**src/arc_op_pkg.sv**
```systemverilog
/*
 * Instruction encodings and decoded control for the chip.
 * Codes are the 5 opcode bits, type is the 2 bit field.
 */
package arc_op_pkg;

	typedef enum logic [1:0] {
		type_misc = 2'b00,
		type_arith = 2'b10
	} arc_type_e;

	// Kept operations, anything else runs as op_nop
	typedef enum logic [4:0] {
		op_nop, op_a_add_b, op_a_sub_b, op_a_add_c, op_a_sub_c,
		op_c_add_a, op_c_sub_a, op_a_inc, op_a_dec, op_cmp_ab,
		op_cmp_ac, op_c_zero_test, op_a_clr, op_c_clr, op_axb,
		op_axc, op_sla, op_sra, op_ldc, op_clreg
	} arc_op_e;

	// Second ALU operand
	typedef enum logic [1:0] {
		opnd_none, opnd_b, opnd_c, opnd_one
	} arc_opnd_e;

	typedef struct packed {
		arc_op_e op;
		logic arith;
		logic subtract;
		arc_opnd_e operand_sel;
		logic dest_a;
		logic dest_c;
		logic [3:0] const_n;
	} arc_ctl_t;

	// Arithmetic type opcodes
	localparam logic [4:0] code_a_add_b = 5'b11100;
	localparam logic [4:0] code_a_sub_b = 5'b11000;
	localparam logic [4:0] code_a_add_c = 5'b11110;
	localparam logic [4:0] code_a_sub_c = 5'b11010;
	localparam logic [4:0] code_c_add_a = 5'b01110;
	localparam logic [4:0] code_c_sub_a = 5'b01010;
	localparam logic [4:0] code_a_inc = 5'b11111;
	localparam logic [4:0] code_a_dec = 5'b11011;
	localparam logic [4:0] code_cmp_ab = 5'b10000;
	localparam logic [4:0] code_cmp_ac = 5'b00010;
	localparam logic [4:0] code_c_zero = 5'b01101;
	localparam logic [4:0] code_a_clr = 5'b10111;
	localparam logic [4:0] code_c_clr = 5'b00110;
	localparam logic [4:0] code_axb = 5'b11001;
	localparam logic [4:0] code_axc = 5'b11101;
	localparam logic [4:0] code_sla = 5'b01000;
	localparam logic [4:0] code_sra = 5'b10110;

	// Misc type, LDC n uses bit 0 = 0
	localparam logic [4:0] code_clreg = 5'b11101;

endpackage

```
**src/arc_timing_pkg.sv**
```systemverilog
/*
 * Word timing for the arithmetic and register chip.
 * Bit-time positions of the instruction window and the strobe set.
 */
package arc_timing_pkg;

	// Bits in one BCD digit
	localparam int word_bits_c = 4;

	// Instruction type bits, LSB first
	localparam int type_first_c = 45;
	localparam int type_last_c = 46;

	// Opcode bits, LSB first
	localparam int code_first_c = 50;
	localparam int code_last_c = 54;

	// Last bit-time of a 14 digit word
	localparam int word_end_c = 55;

	// Strobes decoded from the bit counter
	typedef struct packed {
		// First bit of word
		logic t0;
		// First bit of a digit
		logic t4k;
		// Last bit of a digit
		logic t4km1;
		// Last bit of word
		logic t55;
	} arc_strobe_t;

endpackage
```
**src/arc_top.sv**
```systemverilog
/*
 * Arithmetic and register chip top level.
 * Decode, serial ALU and register file on one word clock.
 */
module arc_top #(
	parameter int num_digits = 14
) (
	input logic cph2,
	input logic ws,
	input logic sync,
	input logic is,
	output logic start,
	output logic carry,
	output logic [3:0] a_digit
);
	import arc_timing_pkg::*;
	import arc_op_pkg::*;

	arc_strobe_t strobe;
	arc_ctl_t ctl;
	logic a_bit;
	logic op_bit;
	logic sum_bit;
	logic [2:0] adj_digit;
	// Result of the last ALU word was all zero
	logic zero_flag;

	arc_decode #(
		.num_digits(num_digits)
	) u_decode (
		.cph2(cph2),
		.ws(ws),
		.sync(sync),
		.is(is),
		.strobe(strobe),
		.ctl(ctl),
		.start(start)
	);

	arc_alu u_alu (
		.cph2(cph2),
		.ws(ws),
		.strobe(strobe),
		.ctl(ctl),
		.a_bit(a_bit),
		.op_bit(op_bit),
		.sum_bit(sum_bit),
		.adj_digit(adj_digit),
		.carry(carry),
		.zero_flag(zero_flag)
	);

	arc_regs #(
		.num_digits(num_digits)
	) u_regs (
		.cph2(cph2),
		.ws(ws),
		.strobe(strobe),
		.ctl(ctl),
		.sum_bit(sum_bit),
		.adj_digit(adj_digit),
		.a_bit(a_bit),
		.op_bit(op_bit),
		.a_digit(a_digit)
	);

endmodule

```
**src/arc_regs.sv**
```systemverilog
/*
 * A, B and C rotating shift registers. Picks each register's input bit
 * per operation, writes corrected digits from the ALU and drives the
 * BCD readout of A.
 */
module arc_regs #(
	parameter int num_digits = 14
) (
	input logic cph2,
	input logic ws,
	input arc_timing_pkg::arc_strobe_t strobe,
	input arc_op_pkg::arc_ctl_t ctl,
	input logic sum_bit,
	input logic [2:0] adj_digit,
	output logic a_bit,
	output logic op_bit,
	output logic [3:0] a_digit
);
	import arc_timing_pkg::*;
	import arc_op_pkg::*;

	localparam int reg_w = num_digits * word_bits_c;

	logic [reg_w-1:0] a_r;
	logic [reg_w-1:0] b_r;
	logic [reg_w-1:0] c_r;
	logic [3:0] a_dly;
	logic a_in;
	logic b_in;
	logic c_in;
	logic a_load;
	logic c_load;
	logic [3:0] a_nib;
	logic [3:0] c_nib;

	// Rotate one bit right, or overwrite the digit just completed
	function automatic logic [reg_w-1:0] shift_in(input logic [reg_w-1:0] r,
		input logic in_bit, input logic nib_load, input logic [3:0] nib);
		if (nib_load)
			shift_in = {nib, r[reg_w-4:1]};
		else
			shift_in = {in_bit, r[reg_w-1:1]};
	endfunction

	assign a_bit = a_r[0];

	always_comb begin
		case (ctl.operand_sel)
			opnd_b: op_bit = b_r[0];
			opnd_c: op_bit = c_r[0];
			// Constant 1 goes in as carry
			default: op_bit = 1'b0;
		endcase
	end

	// A input select
	always_comb begin
		a_in = a_r[0];
		a_load = 1'b0;
		// Corrected upper bits over the raw ones
		a_nib = {adj_digit, a_r[reg_w-3]};
		if (ctl.dest_a) begin
			a_in = sum_bit;
			a_load = strobe.t4km1;
		end else begin
			case (ctl.op)
				op_a_clr, op_clreg: a_in = 1'b0;
				op_axb: a_in = b_r[0];
				op_axc: a_in = c_r[0];
				// Digit from four bits back
				op_sla: a_in = a_dly[0];
				op_sra: begin
					a_in = a_r[4];
					a_load = strobe.t55;
					a_nib = 4'h0;
				end
				// Shift right, n into the top digit
				op_ldc: begin
					a_in = a_r[4];
					a_load = strobe.t55;
					a_nib = ctl.const_n;
				end
				default: a_in = a_r[0];
			endcase
		end
	end

	// B only clears or swaps
	always_comb begin
		case (ctl.op)
			op_axb: b_in = a_r[0];
			op_clreg: b_in = 1'b0;
			default: b_in = b_r[0];
		endcase
	end

	// C input select
	always_comb begin
		c_in = c_r[0];
		c_load = 1'b0;
		c_nib = {adj_digit, c_r[reg_w-3]};
		if (ctl.dest_c) begin
			c_in = sum_bit;
			c_load = strobe.t4km1;
		end else begin
			case (ctl.op)
				op_c_clr, op_clreg: c_in = 1'b0;
				op_axc: c_in = a_r[0];
				default: c_in = c_r[0];
			endcase
		end
	end

	// Zeros for the first digit of a left shift
	always_ff @(posedge cph2) begin
		if (strobe.t55)
			a_dly <= 4'h0;
		else
			a_dly <= {a_r[0], a_dly[3:1]};
	end

	always_ff @(posedge cph2 or negedge ws) begin
		if (!ws) begin
			a_r <= '0;
			b_r <= '0;
			c_r <= '0;
			a_digit <= 4'h0;
		end else begin
			a_r <= shift_in(a_r, a_in, a_load, a_nib);
			b_r <= shift_in(b_r, b_in, 1'b0, 4'h0);
			c_r <= shift_in(c_r, c_in, c_load, c_nib);
			// Whole digit sits in the low nibble here
			if (strobe.t4k)
				a_digit <= a_r[3:0];
		end
	end

endmodule

```
**src/arc_alu.sv**
```systemverilog
/*
 * Bit-serial decimal adder and subtractor. Binary full add or subtract
 * per bit, digit correction at each digit's last bit, and the carry
 * flag captured at the end of the word.
 */
module arc_alu (
	input logic cph2,
	input logic ws,
	input arc_timing_pkg::arc_strobe_t strobe,
	input arc_op_pkg::arc_ctl_t ctl,
	input logic a_bit,
	input logic op_bit,
	output logic sum_bit,
	output logic [2:0] adj_digit,
	output logic carry,
	output logic zero_flag
);
	import arc_op_pkg::*;

	logic cy_r;
	logic cy_in;
	logic raw_sum;
	logic raw_cout;
	logic [2:0] dly;
	logic [3:0] digit4;
	logic [3:0] fix;
	logic dec_cy;
	logic cy_nxt;
	logic test_mode;
	logic digit_nz;
	logic nz_r;

	assign test_mode = (ctl.op == op_c_zero_test);

	// Increment and decrement inject their 1 as carry-in
	assign cy_in = strobe.t0 ? (ctl.operand_sel == opnd_one) : cy_r;

	always_comb begin
		if (test_mode) begin
			// C alone, carry just remembers a set bit
			raw_sum = op_bit;
			raw_cout = op_bit | cy_in;
		end else if (ctl.subtract) begin
			raw_sum = a_bit ^ op_bit ^ cy_in;
			raw_cout = (!a_bit && (op_bit || cy_in)) || (op_bit && cy_in);
		end else begin
			raw_sum = a_bit ^ op_bit ^ cy_in;
			raw_cout = (a_bit && op_bit) || (cy_in && (a_bit || op_bit));
		end
	end

	// Whole binary digit once its fourth bit is here
	assign digit4 = {raw_sum, dly};

	always_comb begin
		fix = digit4;
		dec_cy = raw_cout;
		if (!test_mode) begin
			if (ctl.subtract) begin
				// Borrow out of the nibble, add ten back
				if (raw_cout)
					fix = digit4 + 4'd10;
			end else if (raw_cout || digit4 > 4'd9) begin
				// Above nine, take ten off and carry
				fix = digit4 + 4'd6;
				dec_cy = 1'b1;
			end
		end
	end

	// Bit 0 never changes with a correction of ten
	assign adj_digit = fix[3:1];
	assign sum_bit = raw_sum;
	assign digit_nz = |fix;
	assign cy_nxt = strobe.t4km1 ? dec_cy : raw_cout;

	// Low three bits of the current digit
	always_ff @(posedge cph2) begin
		dly <= {raw_sum, dly[2:1]};
	end

	always_ff @(posedge cph2 or negedge ws) begin
		if (!ws) begin
			cy_r <= 1'b0;
			nz_r <= 1'b0;
			carry <= 1'b0;
			zero_flag <= 1'b0;
		end else begin
			cy_r <= cy_nxt;
			if (strobe.t55)
				nz_r <= 1'b0;
			else if (strobe.t4km1)
				nz_r <= nz_r | digit_nz;
			// Non-ALU words leave both flags alone
			if (strobe.t55 && ctl.arith) begin
				carry <= cy_nxt;
				zero_flag <= !(nz_r || digit_nz);
			end
		end
	end

endmodule

```
**src/arc_decode.sv**
```systemverilog
/*
 * Timing and instruction decode. Counts bit-times, realigns on the
 * falling edge of sync, shifts in the serial instruction and latches
 * its decoded control at the end of the word.
 */
module arc_decode #(
	parameter int num_digits = 14
) (
	input logic cph2,
	input logic ws,
	input logic sync,
	input logic is,
	output arc_timing_pkg::arc_strobe_t strobe,
	output arc_op_pkg::arc_ctl_t ctl,
	output logic start
);
	import arc_timing_pkg::*;
	import arc_op_pkg::*;

	localparam int word_len = num_digits * word_bits_c;
	localparam int cnt_w = $clog2(word_len);
	localparam int last_bit = word_len - 1;
	// Window sits at a fixed distance from the word end
	localparam int type_lo = last_bit - (word_end_c - type_first_c);
	localparam int type_hi = last_bit - (word_end_c - type_last_c);
	localparam int code_lo = last_bit - (word_end_c - code_first_c);
	localparam int code_hi = last_bit - (word_end_c - code_last_c);

	logic [cnt_w-1:0] cnt;
	logic [cnt_w-1:0] cnt_next;
	logic pre_sync;
	logic [1:0] type_sr;
	logic [4:0] code_sr;

	function automatic arc_ctl_t decode_instr(input logic [1:0] itype, input logic [4:0] code);
		arc_ctl_t d;
		d = '0;
		if (itype == type_arith) begin
			case (code)
				code_a_add_b: d.op = op_a_add_b;
				code_a_sub_b: d.op = op_a_sub_b;
				code_a_add_c: d.op = op_a_add_c;
				code_a_sub_c: d.op = op_a_sub_c;
				code_c_add_a: d.op = op_c_add_a;
				code_c_sub_a: d.op = op_c_sub_a;
				code_a_inc: d.op = op_a_inc;
				code_a_dec: d.op = op_a_dec;
				code_cmp_ab: d.op = op_cmp_ab;
				code_cmp_ac: d.op = op_cmp_ac;
				code_c_zero: d.op = op_c_zero_test;
				code_a_clr: d.op = op_a_clr;
				code_c_clr: d.op = op_c_clr;
				code_axb: d.op = op_axb;
				code_axc: d.op = op_axc;
				code_sla: d.op = op_sla;
				code_sra: d.op = op_sra;
				default: d.op = op_nop;
			endcase
		end else if (itype == type_misc) begin
			// LDC n carries the constant in bits 4..1
			if (!code[0]) begin
				d.op = op_ldc;
				d.const_n = code[4:1];
			end else if (code == code_clreg) begin
				d.op = op_clreg;
			end
		end
		case (d.op)
			op_a_add_b, op_a_sub_b, op_cmp_ab: d.operand_sel = opnd_b;
			op_a_add_c, op_a_sub_c, op_c_add_a, op_c_sub_a,
			op_cmp_ac, op_c_zero_test: d.operand_sel = opnd_c;
			op_a_inc, op_a_dec: d.operand_sel = opnd_one;
			default: d.operand_sel = opnd_none;
		endcase
		// Every op with a second operand runs through the ALU
		d.arith = (d.operand_sel != opnd_none);
		d.subtract = d.op inside {op_a_sub_b, op_a_sub_c, op_c_sub_a, op_a_dec,
			op_cmp_ab, op_cmp_ac};
		d.dest_a = d.op inside {op_a_add_b, op_a_sub_b, op_a_add_c, op_a_sub_c,
			op_a_inc, op_a_dec};
		d.dest_c = d.op inside {op_c_add_a, op_c_sub_a};
		return d;
	endfunction

	// Falling sync restarts the word, otherwise wrap at the end
	always_comb begin
		if ((pre_sync && !sync) || cnt == cnt_w'(last_bit))
			cnt_next = '0;
		else
			cnt_next = cnt + 1'b1;
	end

	assign strobe.t0 = (cnt == '0);
	assign strobe.t4k = (cnt[1:0] == 2'b00);
	assign strobe.t4km1 = (cnt[1:0] == 2'b11);
	assign strobe.t55 = (cnt == cnt_w'(last_bit));

	always_ff @(posedge cph2 or negedge ws) begin
		if (!ws) begin
			cnt <= '0;
			pre_sync <= 1'b0;
			start <= 1'b0;
			type_sr <= '0;
			code_sr <= '0;
			ctl <= '0;
		end else begin
			cnt <= cnt_next;
			pre_sync <= sync;
			// Registered so it lines up with bit-time 0
			start <= (cnt_next == '0);
			if (cnt >= cnt_w'(type_lo) && cnt <= cnt_w'(type_hi))
				type_sr <= {is, type_sr[1]};
			if (cnt >= cnt_w'(code_lo) && cnt <= cnt_w'(code_hi))
				code_sr <= {is, code_sr[4:1]};
			// Executes over the whole next word
			if (strobe.t55)
				ctl <= decode_instr(type_sr, code_sr);
		end
	end

endmodule

```
**config.mk**
```make
export PLATFORM = sky130hd
export DESIGN_NAME = arc_top
export DESIGN_NICKNAME = d
export VERILOG_FILES = /design/src/arc_op_pkg.sv /design/src/arc_timing_pkg.sv /design/src/arc_top.sv /design/src/arc_regs.sv /design/src/arc_alu.sv /design/src/arc_decode.sv
export SDC_FILE = /design/constraint.sdc
export NUM_CORES = 1
export LEC_CHECK = 0
export BUFFER_PORTS_ARGS = -buffer_cell sky130_fd_sc_hd__buf_4
export CORE_ASPECT_RATIO = 0.5
export CORE_MARGIN = 3
export CORE_UTILIZATION = 45
export CTS_CLUSTER_DIAMETER = 80
export DETAILED_ROUTE_END_ITERATION = 7
export HOLD_SLACK_MARGIN = 0.02
export PLACE_DENSITY_LB_ADDON = 0.15
export SLEW_MARGIN = 20
export SYNTH_ARGS = -nofsm -noshare
export SYNTH_HDL_FRONTEND = slang
export SYNTH_HIERARCHICAL = 1
export SYNTH_SLANG_ARGS = --single-unit
```
**constraint.sdc**
```tcl
create_clock -name cph2 -period 4.3 [get_ports cph2]
set_input_delay 0.43 -clock cph2 [delete_from_list [all_inputs] [get_ports cph2]]
set_output_delay 0.43 -clock cph2 [all_outputs]
set_load 0.02 [all_outputs]
```
Word level (Yosys, flattened, before mapping)
Memory sizes are Yosys's and may differ from the RTL's.
Index checks and enable logic that the tools add are counted.
{ "op_classes": {"n_eq_ne": 26, "order_cmp": 5, "bitwise": 3, "addsub": 3, "muxes": 36, "reduce_logical": 27} }
{ "ops": {"columns": ["operator", "count"], "rows": [
  ["2-to-1 mux 56 bit", 2],
  ["== test 5 x 4 -> 1 bit (second input constant)", 8],
  ["2-to-1 mux 4 bit", 8],
  ["== test 5 bit (second input constant)", 5],
  ["2-to-1 mux 5 bit", 5],
  ["== test 5 x 3 -> 1 bit (second input constant)", 4],
  ["2-to-1 mux 1 bit", 13],
  ["greater-or-equal comparator 6 bit (second input constant)", 2],
  ["<= comparator 6 bit (second input constant)", 2],
  ["logical NOT 6 bit", 2],
  ["nonzero test 6 bit", 2],
  ["== test 5 x 2 -> 1 bit (second input constant)", 2],
  ["== test 2 bit (second input constant)", 4],
  ["logical AND 1 bit", 8],
  ["case mux 4 bit (2 select lines)", 1],
  ["adder 6 x 1 -> 6 bit (second input constant)", 1],
  ["== test 6 bit (second input constant)", 1],
  ["logical OR 1 bit", 6],
  ["2-to-1 mux 6 bit", 1],
  ["case mux 1 bit (2 select lines)", 3],
  ["OR reduction 2 bit", 3],
  ["== test 5 x 1 -> 1 bit (second input constant)", 1],
  ["case mux 1 bit (5 select lines)", 1],
  ["adder 4 x 3 -> 4 bit (second input constant)", 1],
  ["9 further kinds", 14]
]} }
{ "word_totals": {"word_cells": 122, "output_inout_bits": 6, "reg_bits": 211, "memories": 2, "input_bits": 4, "rom_bits": 192} }
{ "mem_list": {"columns": ["name", "depth", "word_bits", "rd", "rd_ports_with_merged_regs", "write_ports", "line_no", "text"], "rows": [
  ["(no name shown)", 32, 5, 1, 0, 0, "arc_decode.sv:39", "case (code)"],
  ["(no name shown)", 16, 2, 1, 0, 0, "arc_decode.sv:68", "case (d.op)"]
]} }

Longest topological paths before layout
Gate-level depths: netlist (run 1).
{ "logic_depth": {"depth_word": 14, "mapped_depth": 14, "ltp_nobuf": 14} }

Hierarchy
Netlist (run 1), hierarchy kept.
{ "modules_own_cells": {"columns": ["mod", "seq_area_each_um2", "cells_each", "n_inst", "area_per_inst_um2"], "rows": [
  ["arc_regs", 4384.2, 237, 1, 4853.4],
  ["arc_decode", 750.7, 188, 1, 1801.7],
  ["arc_alu", 160.2, 75, 1, 654.4]
]} }

Least setup slack after synthesis (run 1)
No wires, ideal clock.
{ "synth_timing": {"path_kind": "flip-flop to flip-flop", "from": "register u_decode.cnt[3]", "to": "register u_regs.a_r[54]", "path_stages_with_launch": 12, "n_path_buf": 2, "synth_period_minus_slack_ns": 2.704, "arrival_time_ns": 2.580, "setup_ns": 0.125, "required_ns": 4.175, "slack_ns": 1.596, "cell_sequence": "dfrtp_1 clkbuf_1 or4_1 nor2_1 nor2b_1 buf_2 or3_4 a31oi_4 or3_4 nand3_4 a22o_1 mux2_2"} }
{ "synth_lines": {"columns": ["element", "line_no", "text"], "rows": [
  ["from (decl)", "arc_decode.sv:29", "logic [cnt_w-1:0] cnt;"],
  ["from (signal assigned)", "arc_decode.sv:107", "cnt <= cnt_next;"],
  ["to (signal assigned)", "arc_regs.sv:129", "a_r <= shift_in(a_r, a_in, a_load, a_nib);"],
  ["to (decl)", "arc_regs.sv:24", "logic [reg_w-1:0] a_r;"]
]} }

Worst setup path after layout (run 1)
{ "layout_timing": {"from": "register, netlist name u_decode/ctl[6]", "to": "register u_regs.a_r[54]"} }
{ "layout_between": {"elab_chain_len": 14, "word_cells_on_any_way": 28, "classes_between": "1 x order compare; 3 x eq/ne; 12 x mux; 3 x bitwise; 9 x reduce/logical"} }
{ "layout_rtl": {"columns": ["element", "line_no", "text"], "rows": [
  ["== test 2 bit or == test 2 x 1 -> 1 bit (tied branches)", "arc_regs.sv:48", "case (ctl.operand_sel)"],
  ["case mux 1 bit (2 select lines) (*)", "arc_regs.sv:48", null],
  ["via op_bit", "arc_top.sv:22", "logic op_bit;"],
  ["parallel branches: the longest is 7 deep, another holds greater-than comparator 4 bit", null, null],
  ["2-to-1 mux 4 bit (*)", "arc_alu.sv:59", "if (ctl.subtract) begin"],
  ["2-to-1 mux 4 bit (*)", "arc_alu.sv:58", "if (!test_mode) begin"],
  ["via adj_digit[1]", "arc_top.sv:24", "logic [2:0] adj_digit;"],
  ["case mux 4 bit (2 select lines)", "arc_regs.sv:66", "case (ctl.op)"],
  ["2-to-1 mux 4 bit (*)", "arc_regs.sv:62", "if (ctl.dest_a) begin"],
  ["2-to-1 mux 56 bit (*)", "arc_regs.sv:39", "if (nib_load)"]
]} }
Mark *: on every way through the listed nets, which the timed path passes.
A chain may end at the register's enable or synchronous reset.

==> results of run 1 <==
==> per-stage QoR <==
stage / setup slack (ps) / hold slack (ps) / total power [µW] / area [µm²] / utilization (%)
floorplan: 1617 / 134.4 / 2124 / 7191 / -
global placement: 1442 / 333.1 / 2190 / 7428 / 49.36
detailed placement: 1431 / 334.7 / 2193 / 7428 / 49.36
CTS: 1424 / 61.10 / 3859 / 8041 / 53.43
global route: 1198 / 69.24 / 3966 / 8041 / 53.43
finish: 1429 / 80.61 / 3790 / 8041 / 53.43
==> cell type report <==
class                      count  area, µm²
fill                        1243       7008
sequential                   210       5225
multi-input combinational    243       1775
clock buffer                  24      503.0
tap                          198      247.7
clock inverter                 8      110.1
timing repair buffer          11      101.3
inverter                      21      78.83
==> where the power goes <==
group | internal, µW | switching, µW | leakage [µW]
Clock | 953 | 686 | 0.000294
Combinational | 46.2 | 86.3 | 0.000827
Sequential | 1990 | 25.9 | 0.00289
==> state kept, by name, summed over array words and instances, names as in the netlist, 4 cells and up <==
register and cells:
u_regs/c_r 56, u_regs/a_dly 4, u_decode/ctl 15, u_regs/a_digit 4, u_regs/a_r 56, u_regs/b_r 56
u_decode/code_sr 5, u_decode/cnt 6
==> worst max path at each step <==
stage                          startpoint             end  depth (start not counted)
after floorplan           u_decode/cnt[3]  u_regs/a_r[54]                         11
after global placement    u_decode/ctl[6]  u_regs/a_r[54]                         11
after detailed placement  u_decode/ctl[6]  u_regs/a_r[54]                         11
after CTS                 u_decode/ctl[6]  u_regs/a_r[54]                         11
after global routing      u_decode/cnt[0]  u_regs/a_r[54]                         11
final                     u_decode/ctl[6]  u_regs/a_r[54]                         11
==> layout by cell type, fill, tap and decap left out, drive strengths merged, types with 3 or more instances in the layout <==
cell / count
a211oi: 3
a21o: 3
a21oi: 9
a22o: 3
a22oi: 4
a31oi: 3
and3: 3
buf: 10
clkbuf: 25
clkinv: 4
dfrtp: 204
dfxtp: 6
ha: 20
inv: 21
mux2: 16
nand2: 42
nand2b: 5
nand3: 13
nor2: 19
nor2b: 12
o21ai: 22
o221ai: 3
o31ai: 6
or3: 4
xnor2: 3
xor2: 4
==> metal layers <==
metal,vias up,share of wire [%]
met4,0,2.3
met2,39,41
met5,-,0
li1,1700,-
met3,18,3.0
met1,1818,54
==> worst max-delay path: cells and delay by family (launching register included) <==
| kind | cells | cell delay (ps) |
|---|---|---|
| simple gates | 4 | 970 |
| fa+ha+maj | 2 | 600 |
| compound gates | 2 | 410 |
| flops | 1 | 400 |
| mux | 1 | 250 |
| buf+inv | 2 | 150 |
==> run summary, run 1 <==
Leakage power total - 0.004007 µW
Remaining Overflow, GRT - 0
Post-CTS Resized - 0
Met3 track demand over resource - 3.239%
Maximum single-stage delay on the critical path - 430 ps
Number of cells on the worst reg-to-reg path - 11
Number of hold violations in the final report - 0
Number of primary I/O pins - 10
GRT met1 Usage - 21.14%
Path type of the worst setup path - register to register
Number of buffers inserted to repair setup after CTS - 0
Starting utilization of the core area - 47.78%
Area of the mapped netlist - 7191 µm²
Max Cap Viol - 0
Cell area power density - 471.3 nW/µm²
YS warnings - 6
Number of port buffers - 9
Per-cell routed wire length - 15.29 µm
Pin count of the biggest net entering global routing - 121
Worst supply voltage drop on vdd - 0.0002696 V
Clock latency of the later-clocked register in the worst-skew pair - 480 ps
Classification of the worst-slack hold path - input pin to async pin
Number of hold buffers added after CTS - 0
Final layout net count - 529
Max Fclk - 348.3 MHz
Worst-path fanout max - 6
Result of the run - finished clean
Final sum of negative setup slack - 0 ps
Clk root buf - sky130_fd_sc_hd__clkbuf_16
Launching element type of the critical path - register
Vertical die dimension - 95.39 µm
Count of mapped cells out of synthesis - 489
Count of antenna-violating nets left after detailed routing - 0
Total global routing track utilization - 13.81%
Vias after detailed routing - 3,575
Clock input transition at the sequential cells of the worst setup and hold paths - 70 ps
WP data arrival - 3240 ps
Number of max-slew violations in the final report - 0
Estimated wirelength of the detail-placed design - 6536 µm
Post-layout min period - 2871 ps
Slew Limit Headroom - 38.88%
Via count of the first global-routing pass - 3,669
TritonCTS clock tree - built
Worst R2R End - u_regs/a_r[54]
Average size of a mapped cell - 14.70 µm²
Maximum buffer depth of the clock tree - 3
H-tree levels - 1
Transition time at the pin with the least slew margin - 916.8 ps
R2R setup slack - 1430 ps
Horiz. Die Dim - 184.8 µm
Number of standard cells in the final layout excluding fillers - 715
Number of cells in the design after placement - 683
Diode insertion count for antenna repair - 0
Syn-to-layout area delta - 11.83%
Cell-by-cell listing of the critical path - inv_1, ha_1, nor2_1, inv_1, ha_1, or3_4, a31oi_4, or3_4, nand3_4, a22o_1, mux2_2
Final WL - 10,930 µm
Syn nets - 513
Number of buffers inserted during clock tree synthesis - 18
Detailed-router iteration count before antenna repair - 4
Layout cells sized above 1 - 14.70%
Antenna violations before repair - 0
Number of design-rule violations left by the first detailed-router iteration - 251
Clock sinks - 210
Crit end category - register
Beginning of the worst register-to-register path - u_decode/ctl[6]
Largest clock skew in the final design - 9.670 ps
Wire length of the first global-routing pass - 19,310 µm
Unrepaired setup endpoints after global routing - false
Most used routing layer - met1
Remaining routing DRC violations - 0
Final estimated routing congestion in global placement - 0.8209
Met2 Resource Use GR - 19.93%
Number of setup violations in the final report - 0
Ratio of final minimum period to clock period - 66.76%
Slowest-stage cell, CP - sky130_fd_sc_hd__or3_4
Area enclosed by the die boundary - 17,620 µm²
Core Region - 15,050 µm²
Number of core rows - 31
Post-DR vias/cell - 5.000
Required @ worst endpoint - 4670 ps
Note: power is estimated with default switching activity, not from simulation.
==> inputs of run 2 (changes only) <==
==> constraint.sdc (replaced) <==
create_clock -name cph2 -period 2.6 [get_ports cph2]
set_input_delay 0.26 -clock cph2 [delete_from_list [all_inputs] [get_ports cph2]]
set_output_delay 0.26 -clock cph2 [all_outputs]
set_load 0.02 [all_outputs]
==> run summary, run 2 (synthesized netlist as in run 1, its figures left out) <==
Count of antenna-violating nets left after detailed routing - 0
Maximum buffer depth of the clock tree - 3
Starting utilization of the core area - 47.78%
Number of fillers in the final layout - 1,225
Horiz. Die Dim - 184.8 µm
Launching element type of the critical path - register
Number of setup violations in the final report - 3
Via count of the first global-routing pass - 3,915
Unrepaired setup endpoints after global routing - true
Remaining Overflow, GRT - 0
Final setup margin - -11.83 ps
Clock input transition at the sequential cells of the worst setup and hold paths - 70 ps
Number of max-slew violations in the final report - 0
End-of-flow core utilization - 56.83%
Layout cells sized above 1 - 25.66%
Pin count of the biggest net entering global routing - 81
Area taken by flip-flops and latches - 5225 µm²
Clk root buf - sky130_fd_sc_hd__clkbuf_16
Worst Hold Path EP - u_regs/a_r[5]
Wire length of the first global-routing pass - 20,230 µm
Area taken by multi-input logic gates - 1903 µm²
Final WL - 11,940 µm
Number of buffers inserted during clock tree synthesis - 18
Vias after detailed routing - 3,810
Number of cells on the worst reg-to-reg path - 12
Number of port buffers - 9
Path type of the worst setup path - register to register
Core Region - 15,050 µm²
Violations in the final reports - negative setup slack
Total global routing track utilization - 14.54%
Registers with the highest flip-flop counts - u_regs/a_r: 56 flops, u_regs/b_r: 56 flops, u_regs/c_r: 56 flops
WP data arrival - 2980 ps
Cell area power density - 738.2 nW/µm²
Crit end category - register
Result of the run - finished, violations left
Number of hold violations in the final report - 0
TritonCTS clock tree - built
R2R setup slack - -10 ps
Max Fclk - 382.9 MHz
Diode insertion count for antenna repair - 0
Area enclosed by the die boundary - 17,620 µm²
Leakage power total - 0.004262 µW
H-tree levels - 1
Detailed-router iteration count before antenna repair - 4
Worst hold path depth - 0
Syn-to-layout area delta - 18.95%
Number of primary I/O pins - 10
Per-cell routed wire length - 15.65 µm
Post-layout min period - 2612 ps
Ratio of final minimum period to clock period - 100.5%
Launch instance of the worst min-delay path - u_regs/a_r[6]
Worst supply voltage drop on vdd - 0.0003935 V
Clock latency of the later-clocked register in the worst-skew pair - 480 ps
Largest clock skew in the final design - 15.47 ps
Slew Limit Headroom - 57.29%
Leading cell type in the layout, fill and taps excluded - sky130_fd_sc_hd__dfrtp_1
Worst-path fanout max - 4
Estimated wirelength of the detail-placed design - 7418 µm
Antenna violations before repair - 0
Classification of the worst-slack hold path - register to register
Number of cells in the design after placement - 724
Vertical die dimension - 95.39 µm
Required @ worst endpoint - 2960 ps
Transition time at the pin with the least slew margin - 640.6 ps
Max Cap Viol - 0
Commonest non-fill, non-tap cells in the layout - sky130_fd_sc_hd__dfrtp_1, sky130_fd_sc_hd__buf_4, sky130_fd_sc_hd__nand2_1, sky130_fd_sc_hd__clkbuf_16, sky130_fd_sc_hd__inv_1
Remaining routing DRC violations - 0
Beginning of the worst register-to-register path - u_decode/ctl[7]
Number of core rows - 31
Clock sinks - 210
Final estimated routing congestion in global placement - 0.8259
Number of standard cells in the final layout excluding fillers - 763
Number of design-rule violations left by the first detailed-router iteration - 161
Post-DR vias/cell - 4.993
Worst R2R End - u_regs/a_r[54]
Final layout net count - 579
run 2: critical path, stage by stage, from the launching register on:
cell and delay (ps):
sky130_fd_sc_hd__dfrtp_1 400, sky130_fd_sc_hd__inv_1 60, sky130_fd_sc_hd__ha_2 170, sky130_fd_sc_hd__a22oi_2 230
sky130_fd_sc_hd__nor2_4 60, sky130_fd_sc_hd__ha_2 180, sky130_fd_sc_hd__or3b_4 380, sky130_fd_sc_hd__o31a_1 180
sky130_fd_sc_hd__a31oi_4 180, sky130_fd_sc_hd__or3_4 150, sky130_fd_sc_hd__nand3_4 50, sky130_fd_sc_hd__a22o_1 200
sky130_fd_sc_hd__mux2_2 250
run 2: worst max-delay path by stage:
| stage | startpoint | end | slack (ps) | depth (start not counted) |
|---|---|---|---|---|
| global route | u_decode/ctl[7] | u_regs/a_r[55] | -160 | 14 |
| CTS | u_decode/ctl[7] | u_regs/a_r[54] | -6 | 12 |
| floorplan | u_decode/cnt[3] | u_regs/a_r[54] | -20 | 11 |
| detailed placement | u_decode/ctl[6] | u_regs/a_r[54] | -120 | 11 |
| global placement | u_decode/ctl[6] | u_regs/a_r[54] | -60 | 11 |
| finish | u_decode/ctl[7] | u_regs/a_r[54] | -10 | 12 |
run 2: final cells by class:
class | instances | share of cell area, %
flip-flops and latches | 210 | 61.09
multi-input cells | 243 | 22.25
clock buffers | 24 | 5.881
well taps | 198 | 2.896
inverters | 21 | 0.9508
clock inverters | 6 | 1.126
repair buffers | 61 | 5.807
run 2: layer usage:
layer | wire [µm] | vias up | share of wire (%) | track usage, %
met5 | 0 | - | 0 | 0
met2 | 5244 | 31 | 44 | 21.79
met1 | 6178 | 1956 | 52 | 21.77
met3 | 315 | 20 | 2.6 | 3.392
met4 | 204 | 0 | 1.7 | 3.431
li1 | - | 1803 | - | -
run 2: report_power, final:
part | switching [µW] | internal (µW)
combinational | 192 | 120
sequential | 14.5 | 3290
clock | 1130 | 1570
total | 1330 | 4980
run 2: repair_timing:
item,in CTS,in global routing
endpoints found under the hold margin,77,0
pin swaps,6,14
gates resized for setup,12,18
hold buffers,3,0
setup endpoints to repair,5,11
buffers inserted,2,4
gates cloned,0,0
run 2: stage by stage:
| stage | hold WS [ps] | power, µW | area [µm²] | TNS, ps | worst slack [ps] |
|---|---|---|---|---|---|
| 6_report | 342.7 | 6314 | 8553 | -19.31 | -11.83 |
| 5_1_grt | 346.8 | 6593 | 8553 | -539.3 | -163.6 |
| 4_1_cts | 345.5 | 6408 | 8459 | -6.173 | -6.173 |
| 2_1_floorplan | -35.59 | 3524 | 7209 | -24.49 | -24.49 |
| 3_3_place_gp | 322.2 | 3670 | 7755 | -91.35 | -64.46 |
| 3_5_place_dp | 329.4 | 3680 | 7755 | -268.3 | -123.0 |
==> inputs of run 3 (changes only) <==
--- a/config.mk
+++ b/config.mk
@@ -8,11 +8,12 @@
 export BUFFER_PORTS_ARGS = -buffer_cell sky130_fd_sc_hd__buf_4
 export CORE_ASPECT_RATIO = 0.5
 export CORE_MARGIN = 3
-export CORE_UTILIZATION = 45
+export CORE_UTILIZATION = 35
 export CTS_CLUSTER_DIAMETER = 80
 export DETAILED_ROUTE_END_ITERATION = 7
 export HOLD_SLACK_MARGIN = 0.02
 export PLACE_DENSITY_LB_ADDON = 0.15
+export SKIP_LAST_GASP = 1
 export SLEW_MARGIN = 20
 export SYNTH_ARGS = -nofsm -noshare
 export SYNTH_HDL_FRONTEND = slang
==> constraint.sdc (replaced) <==
create_clock -name cph2 -period 2.5 [get_ports cph2]
set_input_delay 0.25 -clock cph2 [delete_from_list [all_inputs] [get_ports cph2]]
set_output_delay 0.25 -clock cph2 [all_outputs]
set_load 0.02 [all_outputs]
==> run summary, run 3 (synthesized netlist as in run 1, its figures left out) <==
Result of the run - finished, violations left
Violations in the final reports - negative setup slack
Path type of the worst setup path - register to register
Final sum of negative setup slack - -138.2 ps
Commonest non-fill, non-tap cells in the layout - sky130_fd_sc_hd__dfrtp_1, sky130_fd_sc_hd__buf_4, sky130_fd_sc_hd__nand2_1, sky130_fd_sc_hd__clkbuf_16, sky130_fd_sc_hd__nor2_1
Slew Limit Headroom - 52.86%
Required @ worst endpoint - 2880 ps
TritonCTS clock tree - built
Diode insertion count for antenna repair - 0
Area taken by flip-flops and latches - 5226 µm²
Crit path buffers/inverters - 2
Unrepaired setup endpoints after global routing - true
Family with the most delay on the worst path - simple AND/OR/NAND/NOR gates
Classification of the worst-slack hold path - input pin to async pin
Launching element of the worst setup path - u_decode/ctl[6]
Number of primary I/O pins - 10
Beginning of the worst register-to-register path - u_decode/ctl[6]
Estimated wirelength of the detail-placed design - 7533 µm
Horiz. Die Dim - 208.7 µm
Core Region - 19,820 µm²
Remaining Overflow, GRT - 0
Placed cell areas - 7895 µm²
Clock input transition at the sequential cells of the worst setup and hold paths - 60 ps
Maximum single-stage delay on the critical path - 400 ps
Per-cell routed wire length - 14.46 µm
Layout cells sized above 1 - 31.85%
Cell area after layout - 8969 µm²
Maximum buffer depth of the clock tree - 3
Worst supply voltage drop on vdd - 0.0004594 V
Final setup margin - -69.49 ps
Registers with the highest flip-flop counts - u_regs/a_r: 56 flops, u_regs/b_r: 56 flops, u_regs/c_r: 56 flops
Remaining routing DRC violations - 0
Transition time at the pin with the least slew margin - 707.2 ps
Post-layout min period - 2569 ps
Number of buffers inserted during clock tree synthesis - 20
Cell area power density - 754.4 nW/µm²
Pin count of the biggest net entering global routing - 87
Final WL - 12,290 µm
Slowest-stage cell, CP - sky130_fd_sc_hd__dfrtp_1
Syn-to-layout area delta - 24.73%
Leakage power total - 0.004382 µW
Number of port buffers - 9
Vertical die dimension - 107.4 µm
Largest clock skew in the final design - 9.299 ps
Number of core rows - 36
Clk root buf - sky130_fd_sc_hd__clkbuf_16
Launching element type of the critical path - register
H-tree levels - 1
Detailed-router iteration count before antenna repair - 4
Worst-path fanout max - 4
Number of max-slew violations in the final report - 0
Area taken by multi-input logic gates - 2066 µm²
Wire length of the first global-routing pass - 21,220 µm
Ratio of final minimum period to clock period - 102.8%
Crit end category - register
Number of hold violations in the final report - 0
Area enclosed by the die boundary - 22,410 µm²
Final layout net count - 595
Max Fclk - 389.2 MHz
Number of design-rule violations left by the first detailed-router iteration - 195
Vias after detailed routing - 3,815
Via count of the first global-routing pass - 4,012
Count of antenna-violating nets left after detailed routing - 0
Most common cell type on the critical path - sky130_fd_sc_hd__or3_4
Clock sinks - 210
Post-DR vias/cell - 4.488
Antenna violations before repair - 0
Max Cap Viol - 0
Total global routing track utilization - 11.54%
Final estimated routing congestion in global placement - 0.7956
Leading cell type in the layout, fill and taps excluded - sky130_fd_sc_hd__dfrtp_1
Cell-by-cell listing of the critical path - inv_1, ha_2, nor2_4, inv_2, ha_4, or3_4, a31oi_4, or3_4, nand3_4, a22o_1, mux2_4
WP data arrival - 2950 ps
End-of-flow core utilization - 45.25%
Clock latency of the later-clocked register in the worst-skew pair - 490 ps
Number of fillers in the final layout - 1,790
Starting utilization of the core area - 36.28%
Number of setup violations in the final report - 3
-- run 3: changes by cell type in the layout (fill, tap and decap cells not counted), sizes merged --
cell	delta
clkinvlp	-1
clkbuf	+5
buf	+14
clkinv	+1
-- run 3: cell type report --
class / count / area share (%)
sequential: 210 / 58.27
inverter: 21 / 0.9068
tap: 266 / 3.711
timing repair buffer: 75 / 6.738
clock buffer: 29 / 6.292
multi-input combinational: 243 / 23.03
clock inverter: 6 / 1.046
-- run 3: final timing paths --
path | endpoint | slack [ps] | cells past startpoint
worst min-delay path | u_decode/cnt[0] | 340 | 2
min in group cph2 | u_regs/c_r[52] | 340 | 0
worst max-delay path | u_regs/a_r[54] | -70 | 11
max in group asynchronous | u_regs/b_r[1] | 1330 | 3
worst min register to register | u_regs/c_r[52] | 340 | 0
worst max register to register | u_regs/a_r[54] | -70 | 11
-- run 3: where the power goes --
group	internal [µW]	switching [µW]	total (µW)
Clock	1780	1200	2980
Sequential	3430	12.7	3440
Combinational	138	203	340
-- run 3: worst reg2reg max path: stages, from the launching register on --
cell and delay (ps):
sky130_fd_sc_hd__dfrtp_1 400, sky130_fd_sc_hd__inv_1 70, sky130_fd_sc_hd__ha_2 280, sky130_fd_sc_hd__nor2_4 150
sky130_fd_sc_hd__inv_2 60, sky130_fd_sc_hd__ha_4 220, sky130_fd_sc_hd__or3_4 400, sky130_fd_sc_hd__a31oi_4 200
sky130_fd_sc_hd__or3_4 160, sky130_fd_sc_hd__nand3_4 60, sky130_fd_sc_hd__a22o_1 210, sky130_fd_sc_hd__mux2_4 250
-- run 3: timing repair --
item                                   CTS  global route
buffers inserted                         6             5
setup endpoints to repair               12            13
gates resized for setup                 34            34
pin swaps                               15            14
hold buffers                             3             0
endpoints found under the hold margin   84             0
-- run 3: per-layer routing --
metal / share of wire [%] / GRT usage, % / wire length (µm)
met1: 51 / 16.74 / 6319
met4: 2.4 / 3.294 / 296
met3: 3.4 / 3.028 / 418
met5: 0 / 0 / 0
met2: 43 / 17.17 / 5255
-- run 3: stage by stage --
stage                     setup slack [ps]  power [µW]  std cells  hold slack (ps)
after floorplan                     -122.9        3665        489           -45.59
after global placement              -180.9        3839        801            332.6
after detailed placement            -255.8        3840        801            334.7
after CTS                           -79.28        6890        845            334.6
after global routing                -191.1        7086        850            341.4
final                               -69.49        6766        850            338.8
